## src/verilog/memctl_pkg.sv

```systemverilog
/* shared sizes, request/response records and bus records for the memory controller
   every block names these through memctl_pkg:: */

package memctl_pkg;

	// ==================================================
	// sizes
	// ==================================================
	localparam int ADR_W  = 32;
	localparam int BUS_W  = 128;	// one beat
	localparam int SEL_W  = 16;	// byte lanes per beat
	localparam int LINE_W = 512;	// icache line
	localparam int BEATS  = 4;	// beats per line
	localparam int SETS   = 16;
	localparam int WAYS   = 4;
	localparam int TID_W  = 4;
	localparam int QDEPTH = 8;

	// derived address fields
	localparam int BEAT_OFS = $clog2(BUS_W / 8);	// byte offset in a beat
	localparam int LINE_OFS = $clog2(LINE_W / 8);	// byte offset in a line
	localparam int BEAT_W   = $clog2(BEATS);
	localparam int IDX_W    = $clog2(SETS);
	localparam int WAY_W    = $clog2(WAYS);
	localparam int TAG_W    = ADR_W - LINE_OFS - IDX_W;
	localparam logic [BEAT_W-1:0] LAST_BEAT = BEAT_W'(BEATS - 1);

	// cycle type codes
	localparam logic [2:0] CTI_CLASSIC = 3'b000;
	localparam logic [2:0] CTI_BURST   = 3'b001;

	// ==================================================
	// function codes and records
	// ==================================================
	typedef enum logic {LOAD = 1'b0, STORE = 1'b1} func_e;

	typedef enum logic [1:0] {BYTE = 2'd0, WYDE = 2'd1, TETRA = 2'd2, OCTA = 2'd3} size_e;

	typedef struct packed {
		func_e func;
		size_e size;
		logic uns;	// zero extend a load
		logic [TID_W-1:0] tid;
		logic [ADR_W-1:0] adr;
		logic [63:0] dat;
	} mem_req_t;

	typedef struct packed {
		logic [TID_W-1:0] tid;
		logic [63:0] res;
	} mem_resp_t;

	// master side of the bus
	typedef struct packed {
		logic cyc;
		logic stb;
		logic we;
		logic vpa;	// instruction access
		logic vda;	// data access
		logic [2:0] cti;
		logic [SEL_W-1:0] sel;
		logic [ADR_W-1:0] adr;
		logic [BUS_W-1:0] dat;
	} bus_req_t;

	// slave side
	typedef struct packed {
		logic ack;
		logic bok;	// burst accepted
		logic [BUS_W-1:0] dat;
	} bus_rsp_t;

	localparam bus_req_t BUS_IDLE = '0;

endpackage
```

## src/verilog/bus_arbiter.sv

```systemverilog
/* shares the one bus between the fill engine and the data engine
   a grant lasts until the owner ends its cycle, data wins a tie */
`timescale 1ns/10ps

module bus_arbiter (
	input  logic clk,
	input  logic rst,
	input  logic fill_req_i,
	input  logic data_req_i,
	input  memctl_pkg::bus_req_t fill_bus_i,
	input  memctl_pkg::bus_req_t data_bus_i,
	output memctl_pkg::bus_req_t bus_o,
	output logic grant_fill_o,
	output logic grant_data_o
);

	typedef enum logic [1:0] {OWN_NONE, OWN_FILL, OWN_DATA} owner_e;

	owner_e owner;
	logic owner_cyc;
	logic cyc_q;	// owner's cyc last cycle

	always_comb begin
		case (owner)
		OWN_FILL: owner_cyc = fill_bus_i.cyc;
		OWN_DATA: owner_cyc = data_bus_i.cyc;
		default:  owner_cyc = 1'b0;
		endcase
	end

	always_ff @(posedge clk) begin
		if (rst) begin
			owner <= OWN_NONE;
			cyc_q <= 1'b0;
		end else begin
			cyc_q <= owner_cyc;
			if (owner == OWN_NONE) begin
				if (data_req_i)
					owner <= OWN_DATA;
				else if (fill_req_i)
					owner <= OWN_FILL;
			end else if (cyc_q && !owner_cyc) begin	// cycle just ended
				owner <= OWN_NONE;
			end
		end
	end

	always_comb begin
		case (owner)
		OWN_FILL: bus_o = fill_bus_i;
		OWN_DATA: bus_o = data_bus_i;
		default:  bus_o = memctl_pkg::BUS_IDLE;
		endcase
	end

	assign grant_fill_o = (owner == OWN_FILL);
	assign grant_data_o = (owner == OWN_DATA);

	// engines must not open a cycle without holding the bus
	a_cyc_needs_grant: assert property (@(posedge clk) disable iff (rst)
		!(fill_bus_i.cyc && !grant_fill_o) && !(data_bus_i.cyc && !grant_data_o));

endmodule

```

## config.mk

```make
export PLATFORM = sky130hd
export DESIGN_NAME = bus_arbiter
export DESIGN_NICKNAME = d
export VERILOG_FILES = /design/src/verilog/memctl_pkg.sv /design/src/verilog/bus_arbiter.sv
export SDC_FILE = /design/constraint.sdc
export NUM_CORES = 1
export LEC_CHECK = 0
export ABC_AREA = 1
export BUFFER_PORTS_ARGS = -buffer_cell sky130_fd_sc_hd__clkbuf_2
export CORE_AREA = 2 2 214 216
export CTS_CLUSTER_DIAMETER = 100
export DETAILED_ROUTE_END_ITERATION = 16
export DIE_AREA = 0 0 216 218
export GPL_ROUTABILITY_DRIVEN = 0
export PLACE_DENSITY = 0.31
export SYNTH_ARGS = -nofsm -noshare
export SYNTH_HDL_FRONTEND = slang
export SYNTH_SLANG_ARGS = --single-unit
export TNS_END_PERCENT = 30
```

## constraint.sdc

```tcl
create_clock -name clk -period 2.8 [get_ports clk]
set_clock_uncertainty 0.05 [all_clocks]
set_input_delay 0.14 -clock clk [delete_from_list [all_inputs] [get_ports clk]]
set_output_delay 0.14 -clock clk [all_outputs]
set_load 0.01 [all_outputs]
```

Yosys cells after proc, flatten, opt, wreduce, memory -nomap -nowiden
Index checks and enable logic that the tools add are counted.
{ "op_classes": {"mux": 6, "n_reduce_logical": 5, "eq_ne": 3} }
{ "ops": {"columns": ["cell", "count"], "rows": [
  ["$pmux W184 S2", 1],
  ["$mux W2", 4],
  ["$ne A3 B3 Y1 const B", 1],
  ["$eq A2 B1 Y1 const B", 1],
  ["$eq A2 B2 Y1 const B", 1],
  ["$logic_not A2 Y1", 1],
  ["$pmux W1 S2", 1],
  ["$reduce_and A2 Y1", 1],
  ["$reduce_bool A2 Y1", 1],
  ["$logic_and A1 B1 Y1", 1],
  ["$logic_not A1 Y1", 1]
]} }
{ "totals": {"output_inout_bits": 186, "register_bits": 3} }

Logic depth before layout (Yosys ltp)
{ "depth": {"ltp_word": 6, "mapped_depth": 8, "mapped_depth_nobuf": 8} }

Worst setup path after synthesis
No wires, ideal clock.
{ "synth_path": {"path_kind": "register to output", "from": "register owner[1]", "to": "output port bus_o[113] (netlist name)", "t_arrival_ns": 1.259, "path_slack_ns": 1.351, "path_stages_with_launch": 7, "required_time_ns": 2.610, "n_path_buf": 2, "cell_sequence": "dfxtp_1 inv_1 ha_1 buf_4 buf_4 nand2_1 a21oi_1"} }
{ "synth_lines": {"columns": ["element", "line_no", "text"], "rows": [
  ["start: declaration", "bus_arbiter.sv:19", "owner_e owner;"],
  ["start signal: assignment", "bus_arbiter.sv:33", "owner <= OWN_NONE;"],
  ["start signal: assignment", "bus_arbiter.sv:39", "owner <= OWN_DATA;"],
  ["start signal: assignment", "bus_arbiter.sv:41", "owner <= OWN_FILL;"],
  ["end: declaration", "bus_arbiter.sv:12", "output memctl_pkg::bus_req_t bus_o,"]
]} }

==> reports/metrics.csv <==
metric,value,unit
status,finished clean,
finalCriticalPeriod,2238,ps
synth_area_leader_cell,nand2_1,
clock_latency,220,ps
ys_top_cells_by_area,"nand2_1 49%, a21oi_1 33%, buf_2 6.2%",
worstHoldStart,rst,
place_area,6345,um2
p_per_area,198.8,nW/um2
grt_use_total,0.1000,
worstSetupPathType,reg2out,
vias,6152,
clkSinkCount,3,
num_rows,78,
crit_slowest_cell,inv_6,
globalRouteOverflowTotal,0,
synth_area_per_cell,4.467,um2
syn_area,2836,um2
drt_iter0_drc,207,
max-slew-margin-rel,0.6351,
finalHoldViolCount,0,
hold_buffers,0,
numCtsBuffers,3,
wire_per_inst,14.56,um
root_buffer,clkbuf_16,
routed_via_density,3.486,
timing.final.crit_share,0.7995,
die_area,47090,um2
cts_buffer_depth,2,
hold_class,in2reg,
grt_pass1_wl,35.98,mm
antenna_left,0,
post_route_cells_drive_above_1_share,0.5082,
firstDrtPassIters,5,
rsz0062_at_grt,false,
maxCapViolCount,0,
r2r_start,owner[1]$_SDFFE_PP0P_,
synth_nets,1010,
synth_seq_cells,3,
antenna_found_initial,3,
clock.fmax,446.7,MHz
synth_top_area_share,0.4923,
postCtsSetupRepairBufs,0,
initial_core_util,0.06318,
cp_max_fo,51,
cts_tree,built,
cts_resized,0,
totalPowerFinal,1278,uW
p_leak,0.003155,uW
drv_slew,0,
die_y,218,um
finalSetupTns,0,ps
nets,1539,
startpoint,owner[0]$_SDFFE_PP0P_,
drc,0,
wirelength,25.69,mm
final_common_cell,clkbuf_2,
ir_drop,119.3,uV
setup_violations,0,
tightestPinTransition,547.3,ps
grt_pass1_vias,5908,
place_hpwl,22.37,mm
critPathRequiredTime,2610,ps
core,44890,um2
cp-end-kind,output pin,
crit_chain,inv_1 > ha_1 > inv_6 > buf_12 > a21oi_1 > clkbuf_2,
htree_levels,1,
slowest_delay,420,ps
final_cell_mix,"557 x clkbuf_2, 372 x nand2_1, 185 x a21oi_1",
synth-warning-count,0,
design_area,6429,um2
port_buffers,557,
synth-seq-area-share,0.02117,
die_x,216,um
crit_path_start_kind,flip-flop,
synthCells,635,
area_delta_synth_final,126.6,%
arrival,2050,ps
grt_max_degree,87,
top_level_ports,558,
synth_cell_types,13,
clkTransAtPathRegs,30,ps
-- Yosys cell counts --
library cell / number
a21oi_1: 185
buf_1: 1
buf_2: 35
buf_4: 22
buf_6: 2
clkbuf_1: 1
dfxtp_1: 3
ha_1: 3
inv_1: 5
nand2_1: 372
nand3_1: 3
nor2_1: 2
o21ai_0: 1
-- logic make-up (layout without fill, tap and decap cells) --
family          count (synthesis)  in the layout  share of synthesized area
other cells                     0              2                          0
fa+ha+maj                       3              3                    0.01323
simple gates                  377            377                     0.5002
buf+inv                        66            594                     0.1372
compound gates                186            186                     0.3282
flops                           3              3                    0.02117
-- final timing paths --
check / end / slack [ps] / cells past startpoint
hold reg to reg: owner[1]$_SDFFE_PP0P_ / 480 / 2
setup reg to reg: owner[0]$_SDFFE_PP0P_ / 990 / 9
setup / recovery: bus_o[65] / 560 / 6
hold / removal: owner[0]$_SDFFE_PP0P_ / 70 / 2
-- per-layer routing --
layer,track usage,share of wire,vias up,wire length (um)
met5,0,0.00051,-,13
met4,0.008904,0.0082,2,210
met3,0.02371,0.082,10,2116
met2,0.1849,0.50,364,12760
met1,0.1211,0.41,2683,10600
li1,-,-,3093,-
-- flip-flops by register name (all words and copies together), names as in the netlist --
register,cells
cyc_q,1
owner,2
-- metrics by stage --
step           setup slack [ps]  cells  utilization  hold slack (ps)
6_report                  561.5   1765       0.1432            72.78
5_1_grt                   412.0   1763       0.1431            94.03
4_1_cts                   518.2   1763       0.1431            78.30
3_5_place_dp              753.6   1759       0.1413            311.7
3_3_place_gp              801.4   1759       0.1413            301.3
2_1_floorplan              1351    635            -            159.1
-- cell type report --
class	instances	area (um2)
diodes	2	5.005
clock buffers	4	78.83
fillers	5423	38460
inverters	5	23.77
multi-input cells	566	2412
flip-flops and latches	3	60.06
well taps	600	750.7
repair buffers	585	3098
-- critical path: cells and delay by family, from the launching register on --
kind                     cells  cell delay (ps)
AO/OA/AOI/OAI                1              100
buffers and inverters        4              950
flip-flops                   1              390
adder cells (fa/ha/maj)      1              370
-- power by group --
| part | total (uW) | internal, uW | switching, uW |
|---|---|---|---|
| Combinational | 1010 | 431 | 575 |
| Sequential | 48.7 | 45.7 | 2.98 |
| Clock | 223 | 188 | 35.9 |
| Total | 1280 | 665 | 613 |
Note: power is estimated with default switching activity, not from simulation.
