--- config.mk ---
export PLATFORM = sky130hd
export DESIGN_NAME = fifo_buf
export DESIGN_NICKNAME = d
export VERILOG_FILES = /design/src/verilog/fifo_buf.sv
export SDC_FILE = /design/constraint.sdc
export NUM_CORES = 1
export LEC_CHECK = 0
export ABC_CLOCK_PERIOD_IN_PS = 1700
export BUFFER_PORTS_ARGS = -buffer_cell sky130_fd_sc_hd__buf_4
export CAP_MARGIN = 20
export CORE_ASPECT_RATIO = 1.4
export CORE_MARGIN = 2
export CORE_UTILIZATION = 35
export DETAILED_ROUTE_END_ITERATION = 7
export SKIP_CTS_REPAIR_TIMING = 1
export SYNTH_ARGS = -nofsm -noshare
export SYNTH_HDL_FRONTEND = slang
export SYNTH_SLANG_ARGS = --single-unit
--- constraint.sdc ---
create_clock -name clk -period 1.7 [get_ports clk]
set_input_delay 0.085 -clock clk [delete_from_list [all_inputs] [get_ports clk]]
set_output_delay 0.085 -clock clk [all_outputs]
set_load 0.05 [all_outputs]
--- src/verilog/fifo_buf.sv ---
/* first-word-fall-through queue, head valid while empty_o is low
   payload type is a parameter, so one body serves requests and responses */
`timescale 1ns/10ps

module fifo_buf #(
	parameter type payload_t = logic [7:0],
	parameter int DEPTH = 8
) (
	input  logic     clk,
	input  logic     rst,
	input  logic     wr_i,
	input  payload_t din_i,
	input  logic     rd_i,
	output payload_t dout_o,
	output logic     empty_o,
	output logic     full_o
);

	localparam int AW = $clog2(DEPTH);

	payload_t mem [DEPTH];
	logic [AW-1:0] wptr;
	logic [AW-1:0] rptr;
	logic [AW:0] cnt;

	always_ff @(posedge clk) begin
		if (wr_i)
			mem[wptr] <= din_i;
	end

	always_ff @(posedge clk) begin
		if (rst) begin
			wptr <= '0;
			rptr <= '0;
			cnt <= '0;
		end else begin
			if (wr_i)
				wptr <= (wptr == AW'(DEPTH - 1)) ? '0 : wptr + 1'b1;
			if (rd_i)
				rptr <= (rptr == AW'(DEPTH - 1)) ? '0 : rptr + 1'b1;
			case ({wr_i, rd_i})
			2'b10: cnt <= cnt + 1'b1;
			2'b01: cnt <= cnt - 1'b1;
			default: ;	// both or neither, count holds
			endcase
		end
	end

	assign dout_o = mem[rptr];
	assign empty_o = (cnt == '0);
	assign full_o = (cnt == (AW + 1)'(DEPTH));

	// producer and consumer must honour the flags
	a_no_overflow: assert property (@(posedge clk) disable iff (rst) !(wr_i && full_o));
	a_no_underflow: assert property (@(posedge clk) disable iff (rst) !(rd_i && empty_o));

endmodule

======== After elaboration in Yosys (flattened, before gate mapping) ========
Memories as Yosys holds them, arrays and structs flattened. A register that Yosys moved wholly into a read port is not among the register bits.
Cells that the tools add are included.
Widths: inputs -> output; s select.
operators by class
  muxes and demuxes ....................... 7
  add/subtract/negate cells ............... 4
  equal/unequal tests ..................... 5
  reduce and logical (&&, ||, !) cells .... 2
operators with widths
  cell                 number
  $mux 3               4
  $pmux 4 s2           1
  $add 3x1->3 const B  2
  $eq 3x3->1 const B   2
  $add 4x1->4 const B  1
  $eq 4x4->1 const B   1
  $logic_not 4->1      1
  $sub 4x1->4 const B  1
  $eq 2x1->1 const B   1
  $eq 2x2->1 const B   1
  $mux 1               2
  $reduce_bool 2->1    1
storage, ports and cells
  logic and storage cells ................. 22
  bits in writable memories ............... 64
  register bits after elaboration ......... 10
  memories kept ........................... 1
memories
  memory  words  bits a word  read ports  clocked after memory_dff  write ports  line  source
  mem     8      8            1           1                         1            21    payload_t mem [DEPTH];

======== Logic depth before layout (Yosys ltp) ========
  depth in word-level cells ............... 4
  depth in mapped cells ................... 8
  depth with buffers taken out ............ 8

======== Worst setup path after synthesis ========
Ideal clock, no wire load.
  path kind ............................... register to output
  from .................................... register cnt[1]
  to ...................................... output full_o
  arrival time ............................ 2.124 ns
  required time ........................... 1.615 ns
  stages on the path, launching flop included .. 3
  setup slack ............................. -0.509 ns
  path buffers ............................ 1
  cells stage by stage .................... dfxtp_1 > clkbuf_1 > nor4b_1
on the way
  longest elaborated chain between the ends .. 1
ends and longest elaborated chain
  item                    line  source
  from (decl)             24    logic [AW:0] cnt;
  from (signal assigned)  42    2'b10: cnt <= cnt + 1'b1;
  from (signal assigned)  43    2'b01: cnt <= cnt - 1'b1;
  $eq 4x4->1              51    assign full_o = (cnt == (AW + 1)'(DEPTH));
  to (decl)               16    output logic full_o
No other way between the ends.

==> impl_metrics.csv <==
group,metric,value,unit
route,drcViolationCount,0,
worst_setup_path,cp_num_buf_inv,2,
worst_setup_path,path_max_fanout,8,
route,detail_route.first_pass.iterations,4,
timing,max_clock_freq,529,MHz
timing,worst_slew_pin_slew,344,ps
run_status,run_status,"finished with violations",
clock_tree,cts_tree,"built",
timing,post-route-min-period,1890,ps
worst_setup_path,crit_required,1620,ps
global_routing,grt_start_max_net_pins,17,
final_layout,diodes_inserted,0,
synthesis,area_share_of_the_largest_cell_type_after_synthesis,61.4,%
floorplanning,num_rows,40,
floorplanning,placeable_core_region,8660,µm²
synthesis,synth_seq_cells,77,
synthesis,post-synth-top-count-cell,"sky130_fd_sc_hd__edfxtp_1",
synthesis,ys_seq_area_share,69.7,%
synthesis,synth-async-reset-ratio,0,%
timing,post-route-worst-setup-slack,-192,ps
worst_hold_path,worst_hold_path_type,"in -> reg",
clock_tree,max-clock-path-buffers,2,
pwr,power.leakage,0.00143,µW
timing,remaining_max_slew_budget_at_the_tightest_pin,76.7,%
placement,io_buffers,21,
synthesis,netlist_top_cells_area,"sky130_fd_sc_hd__edfxtp_1 (61%), sky130_fd_sc_hd__mux4_1 (13%), sky130_fd_sc_hd__dfxtp_1 (8.3%)",
worst_setup_path,start_kind,"register",
global_routing,track_usage,11.8,%
floorplanning,num_io_pins,22,
route,drt_wl_total,5600,µm
synthesis,syn-instance-count,168,
pwr,cellPowerDensity,1220,nW/µm²
final_layout,layout.area.seq,2190,µm²
synthesis,yosys.cell_types.count,26,
placement,post-dp-hpwl,3350,µm
synthesis,synthDominantAreaCellType,"sky130_fd_sc_hd__edfxtp_1",
final_layout,filler_cell_count,741,
worst_setup_path,timing.critical_path.to_type,"output pin",
global_routing,initial_antenna_violation_count,0,
timing,slew_viol_final,0,
route,route.detailed.vias_per_inst,4.87,
timing,final_hold_viol_count,0,
floorplanning,floorplan.initialDensity,36.2,%
floorplanning,design.die.area,9730,µm²
pwr,ir_drop,0.529,mV
floorplanning,die_h,116,µm
clock_tree,clock_sink_count,77,
timing,setup_failing_eps_final,8,
run_status,violations,"negative setup slack",
final_layout,area_growth_syn_to_layout,27.0,%
timing,min_period_over_period,111,%
synthesis,ys.warnings.count,0,
placement,finalWeightedCongestion,0.689,
route,detailed_router_s_first_iteration_violation_count,103,
timing,skew,4.39,ps
synthesis,yosys-top-cells-count,"sky130_fd_sc_hd__edfxtp_1 (64), sky130_fd_sc_hd__nor2_1 (17), sky130_fd_sc_hd__mux4_1 (15)",
worst_setup_path,cpLargestDelayFamily,"multiplexers",
final_layout,layoutNonFillerInstCount,324,
worst_setup_path,criticalPathCategory,"reg -> out",
worst_setup_path,cpMaxStageDelayCell,"sky130_fd_sc_hd__mux4_2",
worst_setup_path,cp_data_arrival_time,1810,ps
floorplanning,die_width,83.9,µm
global_routing,first_global_vias,1634,
timing,grt_setup_unrepaired,"yes",
route,route.vias.total,1579,
clock_tree,ctsRootBufferMaster,"sky130_fd_sc_hd__clkbuf_16",
clock_tree,clk_latency,320,ps
final_layout,final_layout_size_suffix_gt1_share,37.0,%
route,detail-route-antenna-nets,0,
final_layout,layout.nets,233,
synthesis,number_of_flops_mapped_to_enable_cells_by_yosys,64,
synthesis,yosys_most_used_dff,"sky130_fd_sc_hd__edfxtp_1",
synthesis,synth_fp_nets,187,
route,route.detailed.wl_per_inst,17.3,µm
global_routing,grt-ovfl-total,0,
final_layout,multi_input_area,871,µm²
placement,placed_cells_incl_taps,301,
worst_setup_path,worst_path_largest_cell_delay,510,ps
synthesis,synth_area_per_cell,18.6,µm²
clock_tree,cts_max_level,3,
job,max_cap_violations,0,
global_routing,grt_pass1_wl,8500,µm
final_layout,finish.utilization,45.9,%
clock_tree,cts.reportedPaths.clkPinSlew,60,ps
clock_tree,tritoncts.num_buffers,9,
worst_setup_path,path_cells,"clkbuf_16 > mux4_2 > mux2_4 > buf_8",
synthesis,syn_area,3130,µm²
-- metrics by stage --
stage	setup slack, ps	setup TNS [ps]	instance area [µm²]	power (µW)	hold WS, ps
floorplan	134	0	3140	2520	184
global placement	-17.0	-17.0	3510	2680	319
detailed placement	-16.9	-16.9	3510	2680	326
CTS	-294	-2230	3850	4820	-13.3
global route	-243	-1850	3980	5050	1.56
finish	-192	-1370	3980	4850	9.40
-- flip-flops by register name, indices dropped and copies added (netlist names), named ones only --
register  cells
cnt           4
mem          64
rptr          3
wptr          3
-- report_power, final --
| part | leakage (µW) | internal, µW | switching (µW) | total [µW] |
|---|---|---|---|---|
| Sequential | 0.000689 | 2100 | 36.4 | 2140 |
| Clock | 0.000163 | 1430 | 690 | 2120 |
| Combinational | 0.000575 | 286 | 306 | 592 |
| Total | 0.00143 | 3820 | 1030 | 4850 |
-- layer usage --
layer	routed length (µm)	share of wire [%]	vias to the layer above	GRT usage (%)
met4	63	1.1	0	4.84
met2	2760	49	29	20.1
met3	151	2.7	5	3.42
met5	0	0	-	0
met1	2630	47	795	14.2
li1	-	-	750	-
-- cells in the final DEF (no fill, tap or decap), types with 2 or more instances in the layout --
cell	count
sky130_fd_sc_hd__buf_8	8
sky130_fd_sc_hd__ha_1	7
sky130_fd_sc_hd__dfxtp_1	12
sky130_fd_sc_hd__xor2_1	3
sky130_fd_sc_hd__a21oi_1	5
sky130_fd_sc_hd__edfxtp_1	64
sky130_fd_sc_hd__clkbuf_16	10
sky130_fd_sc_hd__dlygate4sd3_1	6
sky130_fd_sc_hd__bufinv_16	3
sky130_fd_sc_hd__mux2_2	2
sky130_fd_sc_hd__mux4_2	16
sky130_fd_sc_hd__nand2b_1	3
sky130_fd_sc_hd__buf_12	2
sky130_fd_sc_hd__mux2i_1	4
sky130_fd_sc_hd__buf_4	26
sky130_fd_sc_hd__nor3_1	4
sky130_fd_sc_hd__nor2_1	17
sky130_fd_sc_hd__nand2_1	4
sky130_fd_sc_hd__inv_1	2
sky130_fd_sc_hd__mux2_4	8
-- logic make-up after synthesis --
logic type	count (synthesis)	synth area share, %
multiplexers	30	18.2
AO/OA/AOI/OAI	8	1.52
XOR/XNOR	3	0.839
flip-flops	77	69.7
AND/OR/NAND/NOR	33	4.92
adder cells (fa/ha/maj)	7	2.80
buffers and inverters	10	2.04
-- final cells by class --
| class | instances | area share, % |
|---|---|---|
| Inverter | 2 | 0.189 |
| Clock inverter | 6 | 2.80 |
| Clock buffer | 10 | 5.76 |
| Timing Repair Buffer | 43 | 11.1 |
| Sequential cell | 77 | 55.0 |
| Tap cell | 105 | 3.30 |
| Multi-Input combinational cell | 81 | 21.9 |
-- worst paths after layout --
kind                                           start                   end  slack, ps  cells after the start
worst max-delay path                        register             dout_o[0]       -190                      4
worst min-delay path                        din_i[4]   mem[3][4]$_DFFE_PP_          9                      1
worst max register to register   cnt[0]$_SDFFE_PP0P_   cnt[3]$_SDFFE_PP0P_        190                      4
worst min register to register  rptr[1]$_SDFFE_PP0P_  rptr[1]$_SDFFE_PP0P_        540                      2
-- worst reg2reg max path: stages, from the launching register on --
cell                      delay [ps]
sky130_fd_sc_hd__dfxtp_1         400
sky130_fd_sc_hd__nand2_1          70
sky130_fd_sc_hd__mux2_2          260
sky130_fd_sc_hd__o41ai_1         300
sky130_fd_sc_hd__mux2_2          370
Power figures use the tool's default switching activity.
