**config.mk**
```make
export PLATFORM = sky130hd
export DESIGN_NAME = ifetch_engine
export DESIGN_NICKNAME = d
export VERILOG_FILES = /design/src/verilog/memctl_pkg.sv /design/src/verilog/ifetch_engine.sv
export SDC_FILE = /design/constraint.sdc
export NUM_CORES = 1
export LEC_CHECK = 0
export ABC_AREA = 0
export ABC_CLOCK_PERIOD_IN_PS = 54100
export BUFFER_PORTS_ARGS = -buffer_cell sky130_fd_sc_hd__buf_2
export CAP_MARGIN = 20
export CORE_AREA = 4 4 343 345
export CTS_CLUSTER_SIZE = 12
export DETAILED_ROUTE_END_ITERATION = 16
export DIE_AREA = 0 0 347 349
export PLACE_DENSITY = 0.44
export SLEW_MARGIN = 20
export SYNTH_ARGS = -nofsm -noshare
export SYNTH_HDL_FRONTEND = slang
export SYNTH_SLANG_ARGS = --single-unit
export TNS_END_PERCENT = 5
```
**constraint.sdc**
```tcl
create_clock -name clk -period 54.1 [get_ports clk]
set_clock_uncertainty 0.05 [all_clocks]
set_input_delay 2.705 -clock clk [delete_from_list [all_inputs] [get_ports clk]]
set_output_delay 2.705 -clock clk [all_outputs]
set_load 0.05 [all_outputs]
```
**src/verilog/memctl_pkg.sv**
```systemverilog
/* shared sizes, request/response records and bus records for the memory controller
   every block names these through memctl_pkg:: */

package memctl_pkg;

	// ==================================================
	// sizes
	// ==================================================
	localparam int ADR_W  = 32;
	localparam int BUS_W  = 128;	// one beat
	localparam int SEL_W  = 16;	// byte lanes per beat
	localparam int LINE_W = 512;	// icache line
	localparam int BEATS  = 4;	// beats per line
	localparam int SETS   = 16;
	localparam int WAYS   = 4;
	localparam int TID_W  = 4;
	localparam int QDEPTH = 8;

	// derived address fields
	localparam int BEAT_OFS = $clog2(BUS_W / 8);	// byte offset in a beat
	localparam int LINE_OFS = $clog2(LINE_W / 8);	// byte offset in a line
	localparam int BEAT_W   = $clog2(BEATS);
	localparam int IDX_W    = $clog2(SETS);
	localparam int WAY_W    = $clog2(WAYS);
	localparam int TAG_W    = ADR_W - LINE_OFS - IDX_W;
	localparam logic [BEAT_W-1:0] LAST_BEAT = BEAT_W'(BEATS - 1);

	// cycle type codes
	localparam logic [2:0] CTI_CLASSIC = 3'b000;
	localparam logic [2:0] CTI_BURST   = 3'b001;

	// ==================================================
	// function codes and records
	// ==================================================
	typedef enum logic {LOAD = 1'b0, STORE = 1'b1} func_e;

	typedef enum logic [1:0] {BYTE = 2'd0, WYDE = 2'd1, TETRA = 2'd2, OCTA = 2'd3} size_e;

	typedef struct packed {
		func_e func;
		size_e size;
		logic uns;	// zero extend a load
		logic [TID_W-1:0] tid;
		logic [ADR_W-1:0] adr;
		logic [63:0] dat;
	} mem_req_t;

	typedef struct packed {
		logic [TID_W-1:0] tid;
		logic [63:0] res;
	} mem_resp_t;

	// master side of the bus
	typedef struct packed {
		logic cyc;
		logic stb;
		logic we;
		logic vpa;	// instruction access
		logic vda;	// data access
		logic [2:0] cti;
		logic [SEL_W-1:0] sel;
		logic [ADR_W-1:0] adr;
		logic [BUS_W-1:0] dat;
	} bus_req_t;

	// slave side
	typedef struct packed {
		logic ack;
		logic bok;	// burst accepted
		logic [BUS_W-1:0] dat;
	} bus_rsp_t;

	localparam bus_req_t BUS_IDLE = '0;

endpackage
```
**src/verilog/ifetch_engine.sv**
```systemverilog
/* loads a missing icache line over the bus, burst first and single cycles if refused
   hands the finished line to the icache with a one-cycle write strobe */
`timescale 1ns/10ps

module ifetch_engine (
	input  logic clk,
	input  logic rst,
	input  logic [memctl_pkg::ADR_W-1:0] ip_i,
	input  logic ihit_i,
	output logic fill_req_o,
	input  logic grant_i,
	output memctl_pkg::bus_req_t bus_o,
	input  memctl_pkg::bus_rsp_t bus_i,
	output logic fill_we_o,
	output logic [memctl_pkg::ADR_W-1:0] fill_adr_o,
	output logic [memctl_pkg::LINE_W-1:0] fill_line_o
);

	typedef enum logic [2:0] {IF_IDLE, IF_REQ, IF_BEAT, IF_GAP, IF_WRITE} if_state_e;

	if_state_e state;
	memctl_pkg::bus_req_t bus_q;
	logic [memctl_pkg::ADR_W-1:0] line_adr;	// held for the whole fill
	logic [memctl_pkg::LINE_W-1:0] line_q;
	logic [memctl_pkg::BEAT_W-1:0] beat;
	logic [memctl_pkg::BEAT_W-1:0] beat_n;
	logic ack;

	assign ack = bus_i.ack & grant_i;	// ignore acks meant for the data engine
	assign beat_n = beat + 1'b1;

	always_ff @(posedge clk) begin
		if (rst) begin
			state <= IF_IDLE;
			bus_q <= memctl_pkg::BUS_IDLE;
			beat <= '0;
		end else begin
			case (state)
			IF_IDLE:
				if (!ihit_i) begin
					line_adr <= {ip_i[memctl_pkg::ADR_W-1:memctl_pkg::LINE_OFS],
						{memctl_pkg::LINE_OFS{1'b0}}};
					beat <= '0;
					state <= IF_REQ;
				end
			IF_REQ:
				if (grant_i && !ack) begin
					bus_q.cyc <= 1'b1;
					bus_q.stb <= 1'b1;
					bus_q.vpa <= 1'b1;
					bus_q.cti <= memctl_pkg::CTI_BURST;
					bus_q.sel <= '1;
					bus_q.adr <= line_adr;
					state <= IF_BEAT;
				end
			IF_BEAT:
				if (ack) begin
					line_q <= {bus_i.dat, line_q[memctl_pkg::LINE_W-1:memctl_pkg::BUS_W]};
					beat <= beat_n;
					bus_q.adr <= {line_adr[memctl_pkg::ADR_W-1:memctl_pkg::LINE_OFS], beat_n,
						{memctl_pkg::BEAT_OFS{1'b0}}};
					if (beat == memctl_pkg::LAST_BEAT) begin
						bus_q <= memctl_pkg::BUS_IDLE;
						state <= IF_WRITE;
					end else if (!bus_i.bok) begin	// slave refused the burst
						bus_q.stb <= 1'b0;
						bus_q.cti <= memctl_pkg::CTI_CLASSIC;
						state <= IF_GAP;
					end
				end
			IF_GAP:
				if (!ack) begin	// slave ready for the next single cycle
					bus_q.stb <= 1'b1;
					state <= IF_BEAT;
				end
			IF_WRITE:
				state <= IF_IDLE;
			default:
				state <= IF_IDLE;
			endcase
		end
	end

	assign bus_o = bus_q;
	assign fill_req_o = (state == IF_REQ) || (state == IF_BEAT) || (state == IF_GAP);
	assign fill_we_o = (state == IF_WRITE);
	assign fill_adr_o = line_adr;
	assign fill_line_o = line_q;

endmodule

```
Word level (Yosys, flattened, before mapping)
Cells that the tools add are included.
{"block": "word_totals", "reg_bits": 597, "out_inout_bits": 730}
{"block": "classes", "n_addsub": 1, "n_eq_ne": 11, "mux": 26, "bitwise_logic": 3, "n_reduce_logical": 16}
{"op": "184-bit 2-to-1 mux", "n": 1}
{"op": "176-bit 2-to-1 mux", "n": 1}
{"op": "51-bit case mux with 2 select lines", "n": 1}
{"op": "51-bit 2-to-1 mux", "n": 1}
{"op": "3-bit 2-to-1 mux", "n": 8}
{"op": "3-bit case mux with 4 select lines", "n": 1}
{"op": "3-bit AND reduction", "n": 4}
{"op": "2-bit != test (second input constant)", "n": 5}
{"op": "5-bit AND reduction", "n": 2}
{"op": "2-bit 2-to-1 mux", "n": 4}
{"op": "4-bit AND reduction", "n": 2}
{"op": "3-bit by 2-bit equality test with 1-bit output (second input constant)", "n": 2}
{"op": "1-bit 2-to-1 mux", "n": 5}
{"op": "1-bit case mux with 2 select lines", "n": 2}
{"op": "2-bit case mux with 2 select lines", "n": 1}
{"op": "2-bit nonzero test", "n": 2}
{"op": "3-bit by 1-bit equality test with 1-bit output (second input constant)", "n": 1}
{"op": "3-bit equality test (second input constant)", "n": 1}
{"op": "3-bit logical NOT", "n": 1}
{"op": "3-bit != test (second input constant)", "n": 1}
{"op": "1-bit case mux with 3 select lines", "n": 1}
{"op": "3-bit nonzero test", "n": 1}
{"op": "2-bit by 1-bit adder with 2-bit output (second input constant)", "n": 1}
{"op": "2-bit equality test (second input constant)", "n": 1}
{"op": "5 further kinds", "n": 7}

Depth between registers and ports, before layout
Gate-level depths: netlist of the first run.
{"block": "logic_depth", "depth_word": 5, "ltp_mapped": 6, "depth_no_buf": 5}

Worst setup path before layout of the first run
No wires, ideal clock.
{"block": "synth_path", "path_kind": "input -> register", "from": "input rst", "to": "register line_q, in the netlist fill_line_o[0], enable pin", "setup_time_ns": 2.020, "arrival_time_ns": 37.312, "required_time_ns": 52.030, "slack_ns": 14.718, "cell_stages": 2, "cell_sequence": "clkbuf_1 > nor3_1"}
{"block": "synth_via", "elab_chain_cells": 2}
{"item": "start: declaration", "line_no": "ifetch_engine.sv:7", "source": "input logic rst,"}
{"item": "1-bit inverter (no line)"}
{"item": "3-bit AND reduction (no line)"}
{"item": "end signal: assignment", "line_no": "ifetch_engine.sv:58", "source": "line_q <= {bus_i.dat, line_q[memctl_pkg::LINE_W-1:memctl_pkg::BUS_W]};"}
{"item": "end: declaration", "line_no": "ifetch_engine.sv:24", "source": "logic [memctl_pkg::LINE_W-1:0] line_q;"}
No other way between the ends.
A chain may end at the register's enable or synchronous reset.

Worst setup path in the final report of the first run
{"block": "layout_path", "from": "input rst", "to": "register line_q, in the netlist fill_line_o[351], enable pin"}
Same word-level chain as after synthesis.

==> reports/results.txt, run 1 <==
router iterations before antenna repair = 5
Netlist cell types = 36
share of layout cells above drive strength 1 = 49.7%
vias in the first global route = 10600
H-tree levels = 3
number of remaining DRC errors = 0
CP max FO = 70
Net Sw Frac = 24.6%
Internal = 0.743 mW
Area contributors post-synth = edfxtp_1 85%, buf_4 6.3%, dfxtp_1 3.8%, nand2b_1 0.96%, nand3_1 0.74%
Max Clk Rate = 167 MHz
# clock sinks = 574
Post-CTS Setup Inserts = 0
DR WL met2 = 27500 um
clock root cell = clkbuf_16
Clock power frac = 43.0%
Worst-path clk slew = 0.05 ns
drt initial violations = 596
Final Hold Fails = 0
cell count after synthesis = 881
ys flop type = edfxtp_1
CP endpoint kind = flip-flop
post-DR vias/cell = 3.19
routed via count = 10300
VDD IR max = 0.0234 mV
Post-synth ARST share = 0%
Fin Setup TNS = 0 ns
Hold Slack = 0.389 ns
final setup violation count = 0
layout net count = 1845
RSZ-0062 raised after global routing = no
Sequential Power Share = 50.1%
Core ar. = 114000 um^2
met3 routed WL = 6400 um
clk_lat worst skew = 0.62 ns
Yosys warning total = 0
IO buf count = 747
hold crit path type = reg -> reg
Slew Viols, Final = 0
Clock Tree Buf Depth = 3
first-pass GRT wire length = 77500 um
Die Height = 349 um
die width = 347 um
Lkg Pwr = 9.89 nW
Initial Util = 16.6%
CP Launch Type = input pin
cell taking the most area after synthesis = edfxtp_1
Seq/Total Area, Yosys = 89.2%
largest net degree at the start of global routing = 84
initial antenna violation count = 9
full die area = 121000 um^2
fin crit share = 11.1%
GPL Wtd Cong = 0.876
antenna-violating nets left = 0
Fillers = 12100
Routed Wire Length = 56700 um
area added between synthesis and finish = 37.3%
# IOs = 896
Synth Register Bits = 574
Slew headroom = 28.6%
most common cell after layout, fill and taps aside = buf_2
switching power = 0.242 mW
Met1 Wirelength = 21300 um
Post-Syn Area = 18900 um^2
required time of the critical path = 54.28 ns
mean routed wirelength per cell = 17.5 um
CTS buffer count = 68
Multi-input gate area = 1290 um^2
status = completed
worst slew pin tran = 1.07 ns
CTS tree = done
Rows = 124
Synth Area per Inst = 21.5 um^2
crit path DAT = 6.16 ns
top layer in use = met4
post-synth top area share = 85.4%
Worst Setup Path Type = in -> reg
max-cap violation count = 0
post-CTS sizing = 0
FF+latch area = 16900 um^2
# hold bufs at CTS = 0
combinational fraction of design power = 6.9%
DP Wirelength = 43700 um
most frequent cells in the layout = 747 x buf_2, 538 x edfxtp_1, 142 x conb_1
EDFF count, synth = 538
global-route usage over all layers = 8.73%
Post-Route Utilization = 22.7%
Power Density = 37.9 nW/um^2
Tmin final = 5.98 ns
GRT overflow = 0
-- power groups by stage --
stage,Clock (mW),Sequential (mW),Combinational [mW]
2_1_floorplan,0,0.528,0.0405
3_3_place_gp,0,0.502,0.0679
3_5_place_dp,0,0.503,0.0679
4_1_cts,0.444,0.493,0.0680
5_1_grt,0.462,0.494,0.0706
6_report,0.424,0.493,0.0677
-- kinds of logic after synthesis --
family | count (synthesis) | share of synthesized area, %
adders and majority gates | 1 | 0.0661
and+or+nand+nor | 84 | 2.47
AOI/OAI and AO/OA | 44 | 1.34
DFF | 574 | 89.2
muxes | 2 | 0.106
buffers and inverters | 175 | 6.77
other | 1 | 0.0198
-- metal layers --
metal  track usage (%)  vias to the layer above
li1                  -                     4639
met1              9.75                     5014
met2              14.5                      594
met3              4.30                       82
met4              2.99                        0
met5                 0                        -
-- synth_stat cells, types with 4 or more instances --
| library cell | instances |
|---|---|
| dfxtp_1 | 36 |
| buf_4 | 159 |
| clkbuf_1 | 6 |
| nand3_1 | 28 |
| nand2b_1 | 29 |
| edfxtp_1 | 538 |
| o21ai_0 | 27 |
| a21oi_1 | 8 |
| nor3_1 | 4 |
| nor2_1 | 10 |
-- per-stage QoR --
| stage | instances | power (mW) | worst slack (ns) | area [um^2] |
|---|---|---|---|---|
| 3_5_place_dp | 3120 | 0.570 | 47.35 | 23900 |
| 3_3_place_gp | 3120 | 0.570 | 47.48 | 23900 |
| 2_1_floorplan | 1022 | 0.569 | 14.72 | 19400 |
| 5_1_grt | 3236 | 1.03 | 47.92 | 26000 |
| 6_report | 3239 | 0.985 | 48.12 | 26000 |
| 4_1_cts | 3236 | 1.01 | 48.10 | 26000 |
-- critical path, cell delays in order --
cell and delay, ns:
buf_2 0.31, nor3_2 0.25, buf_4 0.57, buf_4 0.68
buf_4 0.68, buf_4 0.78
-- final timing paths --
path / startpoint / to / slack [ns] / depth (start not counted)
max: rst / fill_line_o[351]$_DFFE_PP_ / 48.12 / 6
min reg2reg: fill_line_o[135]$_DFFE_PP_ / fill_line_o[7]$_DFFE_PP_ / 0.39 / 0
min: fill_line_o[135]$_DFFE_PP_ / fill_line_o[7]$_DFFE_PP_ / 0.39 / 0
max reg2reg: state[1]$_SDFFE_PP0P_ / fill_line_o[351]$_DFFE_PP_ / 49.58 / 6
-- registers in the layout (all words and copies together) (netlist names) --
register	count
beat	2
bus_o	31
fill_adr_o	26
fill_line_o	512
state	3
-- cell type report --
cell class	instances	area share [%]
multi-input cells	273	4.98
flip-flops and latches	574	65.0
well taps	1512	7.28
clock inverters	30	1.03
diodes	3	0.0289
clock buffers	86	6.93
inverters	3	0.0434
repair buffers	758	14.7
Power figures use the tool's default switching activity.
==> run 2, diff against run 1 <==
--- a/config.mk
+++ b/config.mk
@@ -6,14 +6,14 @@
 export NUM_CORES = 1
 export LEC_CHECK = 0
 export ABC_AREA = 0
-export ABC_CLOCK_PERIOD_IN_PS = 54100
+export ABC_CLOCK_PERIOD_IN_PS = 5400
 export BUFFER_PORTS_ARGS = -buffer_cell sky130_fd_sc_hd__buf_2
 export CAP_MARGIN = 20
 export CORE_AREA = 4 4 343 345
 export CTS_CLUSTER_SIZE = 12
 export DETAILED_ROUTE_END_ITERATION = 16
 export DIE_AREA = 0 0 347 349
-export PLACE_DENSITY = 0.44
+export PLACE_DENSITY = 0.45
 export SLEW_MARGIN = 20
 export SYNTH_ARGS = -nofsm -noshare
 export SYNTH_HDL_FRONTEND = slang
==> constraint.sdc (replaced) <==
create_clock -name clk -period 5.4 [get_ports clk]
set_clock_uncertainty 0.05 [all_clocks]
set_input_delay 0.27 -clock clk [delete_from_list [all_inputs] [get_ports clk]]
set_output_delay 0.27 -clock clk [all_outputs]
set_load 0.05 [all_outputs]
==> run 2 against run 1 <==
Setup slack worse by 46 ns. Routed wire length is 0.11% lower. Sequential share of layout area is 3.9 points lower. Combinational power grew to 12 times the previous value. First-iteration DRC count is 14% higher. Clock-buffer cell count is 1 lower. Non-clock buffer count is 157 higher. Sequential cell count stayed put. Register-to-register slack worse by 47 ns. Design area is 6.3% higher. Sequential power grew to 10 times the previous value. Final cell count is 4.7% higher. Critical endpoint is now fill_line_o[198]$_DFFE_PP_. Highest routed layer is now met5.
==> reports/results.txt, run 2 (synthesized netlist as in run 1, its figures left out) <==
router iterations before antenna repair = 5
Routed Wire Length = 56700 um
Max Clk Rate = 359 MHz
Fillers = 11900
mean routed wirelength per cell = 16.7 um
Final Hold Fails = 0
Worst Setup Path Type = reg -> reg
Crit path largest cell delay = 0.55 ns
GPL Wtd Cong = 0.862
DP Wirelength = 43000 um
CP Launch Type = flip-flop
Sequential Power Share = 49.6%
Net Sw Frac = 24.4%
Worst-path clk slew = 0.06 ns
hold path depth = 4
layout net count = 2000
area added between synthesis and finish = 46.0%
H-tree levels = 3
fin area = 27600 um^2
CP most frequent cell = buf_12
Clock Tree Buf Depth = 3
clk_lat worst skew = 0.62 ns
Internal = 7.54 mW
R2R depth = 4
RSZ-0062 raised after global routing = no
worst slew pin tran = 0.927 ns
Slew Viols, Final = 0
reg-to-reg startpoint = state[1]$_SDFFE_PP0P_
Power Density = 361 nW/um^2
CTS tree = done
CP endpoint kind = flip-flop
non-filler instance count after layout = 3391
Die Height = 349 um
largest net degree at the start of global routing = 145
# IOs = 896
Rows = 124
GRT overflow = 0
die width = 347 um
Cell Chain, Critical Path = or3b_4, nor3_4, buf_12, buf_12
# clock sinks = 574
Initial Util = 16.6%
combinational fraction of design power = 7.8%
clock root cell = clkbuf_16
hold crit path type = in -> reg
Hold Startpoint = grant_i
CP max FO = 126
share of layout cells above drive strength 1 = 45.6%
crit path DAT = 2.98 ns
drt initial violations = 677
Final Power = 9.98 mW
first-pass GRT wire length = 79200 um
most common cell after layout, fill and taps aside = buf_2
FF+latch area = 16900 um^2
# diodes = 0
Lkg Pwr = 10.6 nW
post-CTS sizing = 0
status = completed
fin crit share = 51.6%
antenna-violating nets left = 0
Multi-input gate area = 1310 um^2
Core ar. = 114000 um^2
most frequent cells in the layout = 747 x buf_2, 538 x edfxtp_1, 157 x dlygate4sd3_1
Hold Slack = 0.0961 ns
placed cells = 3120
final setup violation count = 0
switching power = 2.44 mW
Critical Path Slowest Stage Cell = nor3_4
number of remaining DRC errors = 0
Area after DPL = 24000 um^2
Clock power frac = 42.6%
VDD IR max = 0.236 mV
routed via count = 11000
Largest register FFs = 512
worst reg2reg endpoint = fill_line_o[198]$_DFFE_PP_
global-route usage over all layers = 8.78%
Tmin final = 2.79 ns
initial antenna violation count = 6
max-cap violation count = 0
CTS buffer count = 66
required time of the critical path = 5.59 ns
flop2flop setup slack = 2.61 ns
post-DR vias/cell = 3.24
IO buf count = 747
Slew headroom = 38.2%
Hold Path End = bus_o[174]$_SDFFE_PP0P_
full die area = 121000 um^2
vias in the first global route = 11300
run 2: changes by cell type in the layout (fill, tap and decap cells not counted), moves of 2 or more:
| cell | change |
|---|---|
| bufinv_16 | +2 |
| clkinv_4 | -2 |
| clkinv_1 | -2 |
| inv_16 | +2 |
| inv_6 | -2 |
| dlygate4sd3_1 | +157 |
| clkbuf_16 | -2 |
| buf_4 | -5 |
| diode_2 | -3 |
| buf_12 | +4 |
| clkbuf_1 | +2 |
run 2: area by class of cell:
class,instances,area share [%]
tap,1512,6.85
timing repair buffer,915,19.8
clock buffer,85,6.32
multi-input combinational,273,4.75
sequential,574,61.1
clock inverter,29,1.14
inverter,3,0.0408
run 2: repair_timing:
action / in CTS / in global routing
endpoints found under the hold margin: 158 / 0
hold buffers: 157 / 0
setup buffers: 0 / 0
run 2: per-stage QoR:
stage | util (%) | TNS [ns] | setup slack [ns]
6_report | 24.2 | 0 | 2.61
2_1_floorplan | - | -4158.49 | -8.12
4_1_cts | 24.2 | 0 | 2.58
5_1_grt | 24.2 | 0 | 2.51
3_3_place_gp | 21.0 | 0 | 2.58
3_5_place_dp | 21.0 | 0 | 2.55
run 2: worst max-delay path by stage:
stage,from,end,slack (ns),cells after the start
4_1_cts,state[1]$_SDFFE_PP0P_,fill_line_o[344]$_DFFE_PP_,2.58,4
6_report,state[1]$_SDFFE_PP0P_,fill_line_o[198]$_DFFE_PP_,2.61,4
2_1_floorplan,state[1]$_SDFFE_PP0P_,fill_line_o[0]$_DFFE_PP_,-8.12,3
3_3_place_gp,state[1]$_SDFFE_PP0P_,fill_line_o[409]$_DFFE_PP_,2.58,4
5_1_grt,state[1]$_SDFFE_PP0P_,fill_line_o[198]$_DFFE_PP_,2.51,4
3_5_place_dp,state[1]$_SDFFE_PP0P_,fill_line_o[409]$_DFFE_PP_,2.55,4
run 2: power groups by stage:
stage / combinational, mW / clock (mW) / sequential [mW]
global placement: 0.679 / 0 / 5.04
detailed placement: 0.686 / 0 / 5.04
finish: 0.779 / 4.26 / 4.95
floorplan: 0.409 / 0 / 5.25
CTS: 0.780 / 4.44 / 4.95
global route: 0.816 / 4.64 / 4.95
run 2: per-layer routing:
metal | vias up | GRT usage, % | wire length (um)
met5 | - | 0 | 13
met4 | 2 | 3.12 | 1770
met2 | 607 | 15.1 | 28200
met1 | 5343 | 9.72 | 21100
li1 | 4936 | - | -
met3 | 99 | 3.75 | 5550
run 2: worst max-delay path: cells and delay by family, from the launching register on:
family	cells	cell delay, ns
and+or+nand+nor	2	1.00
DFF	1	0.45
buffers and inverters	2	0.67
==> run 3, diff against run 2 <==
--- a/config.mk
+++ b/config.mk
@@ -5,14 +5,14 @@
 export SDC_FILE = /design/constraint.sdc
 export NUM_CORES = 1
 export LEC_CHECK = 0
-export ABC_AREA = 0
-export ABC_CLOCK_PERIOD_IN_PS = 5400
+export ABC_AREA = 1
+export ABC_CLOCK_PERIOD_IN_PS = 2480
 export BUFFER_PORTS_ARGS = -buffer_cell sky130_fd_sc_hd__buf_2
 export CAP_MARGIN = 20
-export CORE_AREA = 4 4 343 345
+export CORE_AREA = 4 4 345 347
 export CTS_CLUSTER_SIZE = 12
 export DETAILED_ROUTE_END_ITERATION = 16
-export DIE_AREA = 0 0 347 349
+export DIE_AREA = 0 0 349 351
 export PLACE_DENSITY = 0.45
 export SLEW_MARGIN = 20
 export SYNTH_ARGS = -nofsm -noshare
==> constraint.sdc (replaced) <==
create_clock -name clk -period 2.48 [get_ports clk]
set_clock_uncertainty 0.05 [all_clocks]
set_input_delay 0.124 -clock clk [delete_from_list [all_inputs] [get_ports clk]]
set_output_delay 0.124 -clock clk [all_outputs]
set_load 0.05 [all_outputs]
==> run 3 against run 2 <==
Total power grew 150%. Non-clock buffer count grew 23. Clock-buffer cell count is 8 lower. Combinational power increased to 6.1 times the previous value. Sequential power increased by 130%. Synthesized cell count increased by 12%. Area after synthesis up 1.3%. Hold slack better by 0.030 ns. Critical path depth increased by 5. Clock power grew 96%. Global-route usage down 0.37 points. Critical endpoint is now fill_line_o[281]$_DFFE_PP_. Largest cell class unchanged.
==> reports/results.txt, run 3 <==
first-pass GRT wire length = 76600 um
most frequent cells in the layout = 747 x buf_2, 538 x edfxtp_1, 159 x dlygate4sd3_1
Slew Viols, Final = 0
clk_lat worst skew = 0.64 ns
Synth Area per Inst = 19.4 um^2
status = completed
Final Worst Setup Slack = 0.230 ns
hold crit path type = in -> reg
CTS tree = done
Seq/Total Area, Yosys = 88.1%
final setup violation count = 0
Worst-path clk slew = 0.06 ns
Clock Tree Buf Depth = 3
EDFF count, synth = 538
VDD IR max = 0.597 mV
most common cell after layout, fill and taps aside = buf_2
Die Height = 351 um
pre-CTS setup slack = 0.434 ns
share of layout cells above drive strength 1 = 43.7%
initial antenna violation count = 4
number of remaining DRC errors = 0
ys flop type = edfxtp_1
Fillers = 12200
most common cell in the netlist = edfxtp_1
Rows = 125
Multi-input gate area = 1410 um^2
# clock sinks = 574
CP Launch Type = input pin
CTS buffer count = 61
Largest register FFs = 512
Post-Syn Area = 19200 um^2
Area after DPL = 24500 um^2
GRT overflow = 0
area added between synthesis and finish = 45.5%
routed via count = 11200
Area contributors post-synth = edfxtp_1 84%, buf_4 6.3%, dfxtp_1 3.8%, nand2_1 2.5%, nor2_1 0.88%
die width = 349 um
worst slew pin tran = 0.671 ns
Post-CTS Setup Inserts = 0
Core ar. = 116000 um^2
max-cap violation count = 0
# IOs = 896
Post-synth ARST share = 0%
DP Wirelength = 42100 um
Netlist cell types = 22
antenna-violating nets left = 0
Final Hold Fails = 0
required time of the critical path = 2.76 ns
post-synth top area share = 84.3%
RSZ-0062 raised after global routing = no
full die area = 122000 um^2
Slew headroom = 54.8%
Initial Util = 16.5%
Final Power = 24.5 mW
Routed Wire Length = 55600 um
Yosys warning total = 0
cell taking the most area after synthesis = edfxtp_1
H-tree levels = 2
vias in the first global route = 11200
largest net degree at the start of global routing = 50
IO buf count = 747
Synth Register Bits = 574
FF+latch area = 16900 um^2
router iterations before antenna repair = 4
GPL Wtd Cong = 0.760
Power Density = 881 nW/um^2
Max Clk Rate = 444 MHz
layout net count = 2127
Lkg Pwr = 11.0 nW
mean routed wirelength per cell = 15.8 um
CP endpoint kind = flip-flop
Tmin final = 2.25 ns
fin area = 27900 um^2
Post-Route Utilization = 24.0%
Fin Setup TNS = 0 ns
drt initial violations = 541
crit path DAT = 2.54 ns
global-route usage over all layers = 8.41%
list of most frequent post-synthesis cells = 538 x edfxtp_1, 160 x buf_4, 128 x nand2_1
Worst Setup Path Type = in -> reg
CP max FO = 45
cell count after synthesis = 989
clock root cell = clkbuf_16
post-DR vias/cell = 3.18
fin crit share = 90.7%
run 3: changes by cell type in the layout (fill, tap and decap cells not counted), sizes merged, moves of 8 or more:
cell / change
o21ai: -26
nand3: -17
buf: +21
nor2: +37
nand2b: -29
nand2: +130
inv: +36
clkbuf: -8
run 3: layer usage:
metal	GRT usage, %	vias to the layer above	share of wire, %
met1	9.55	5378	37
met3	3.05	89	9.3
met5	0	-	0
met4	2.84	0	2.8
li1	-	5188	-
met2	14.6	558	50
run 3: layout make-up:
cell class | count | share of cell area [%]
diodes | 1 | 0.00898
clock buffers | 77 | 5.69
clock inverters | 29 | 0.772
inverters | 39 | 0.525
multi-input cells | 346 | 5.07
flip-flops and latches | 574 | 60.6
well taps | 1524 | 6.84
repair buffers | 938 | 20.5
run 3: kinds of logic (layout without fill, tap and decap cells):
kind of cell    after synthesis  in the layout  share of synthesized area [%]
simple gates                194            194                           4.15
fa+ha+maj                     1              1                         0.0653
other cells                   1            143                         0.0196
compound gates                9              9                          0.294
buf+inv                     210           1083                           7.36
flops                       574            574                           88.1
run 3: worst paths after layout:
kind,slack (ns),cells past startpoint,start,endpoint
setup / recovery,0.23,9,bus_i[129],fill_line_o[281]$_DFFE_PP_
hold / removal,0.13,2,bus_i[78],fill_line_o[462]$_DFFE_PP_
setup reg to reg,0.47,7,state[2]$_SDFFE_PP0P_,fill_line_o[281]$_DFFE_PP_
hold reg to reg,0.39,0,fill_line_o[243]$_DFFE_PP_,fill_line_o[115]$_DFFE_PP_
run 3: critical path: stages:
cell and delay [ns]:
dlygate4sd3_1 0.54, buf_2 0.11, nand2_1 0.08, dlygate4sd3_1 0.57
inv_1 0.12, nand2_2 0.09, nor2_4 0.18, buf_12 0.29
buf_4 0.30
run 3: metrics by stage:
stage               std cells  hold WS [ns]
finish                   3528         0.126
CTS                      3527        0.0524
detailed placement       3262         0.252
global route             3527        0.0803
global placement         3262         0.250
floorplan                1130         0.173
run 3: timing repair:
item / in CTS / in global routing
gates resized for setup: 0 / 0
hold buffers: 159 / 0
endpoints found under the hold margin: 199 / 0
run 3: power breakdown:
| group | internal (mW) | total, mW | switching (mW) |
|---|---|---|---|
| Combinational | 1.04 | 4.74 | 3.70 |
| Clock | 4.62 | 8.35 | 3.74 |
| Sequential | 11.2 | 11.5 | 0.290 |
| Total | 16.8 | 24.5 | 7.73 |
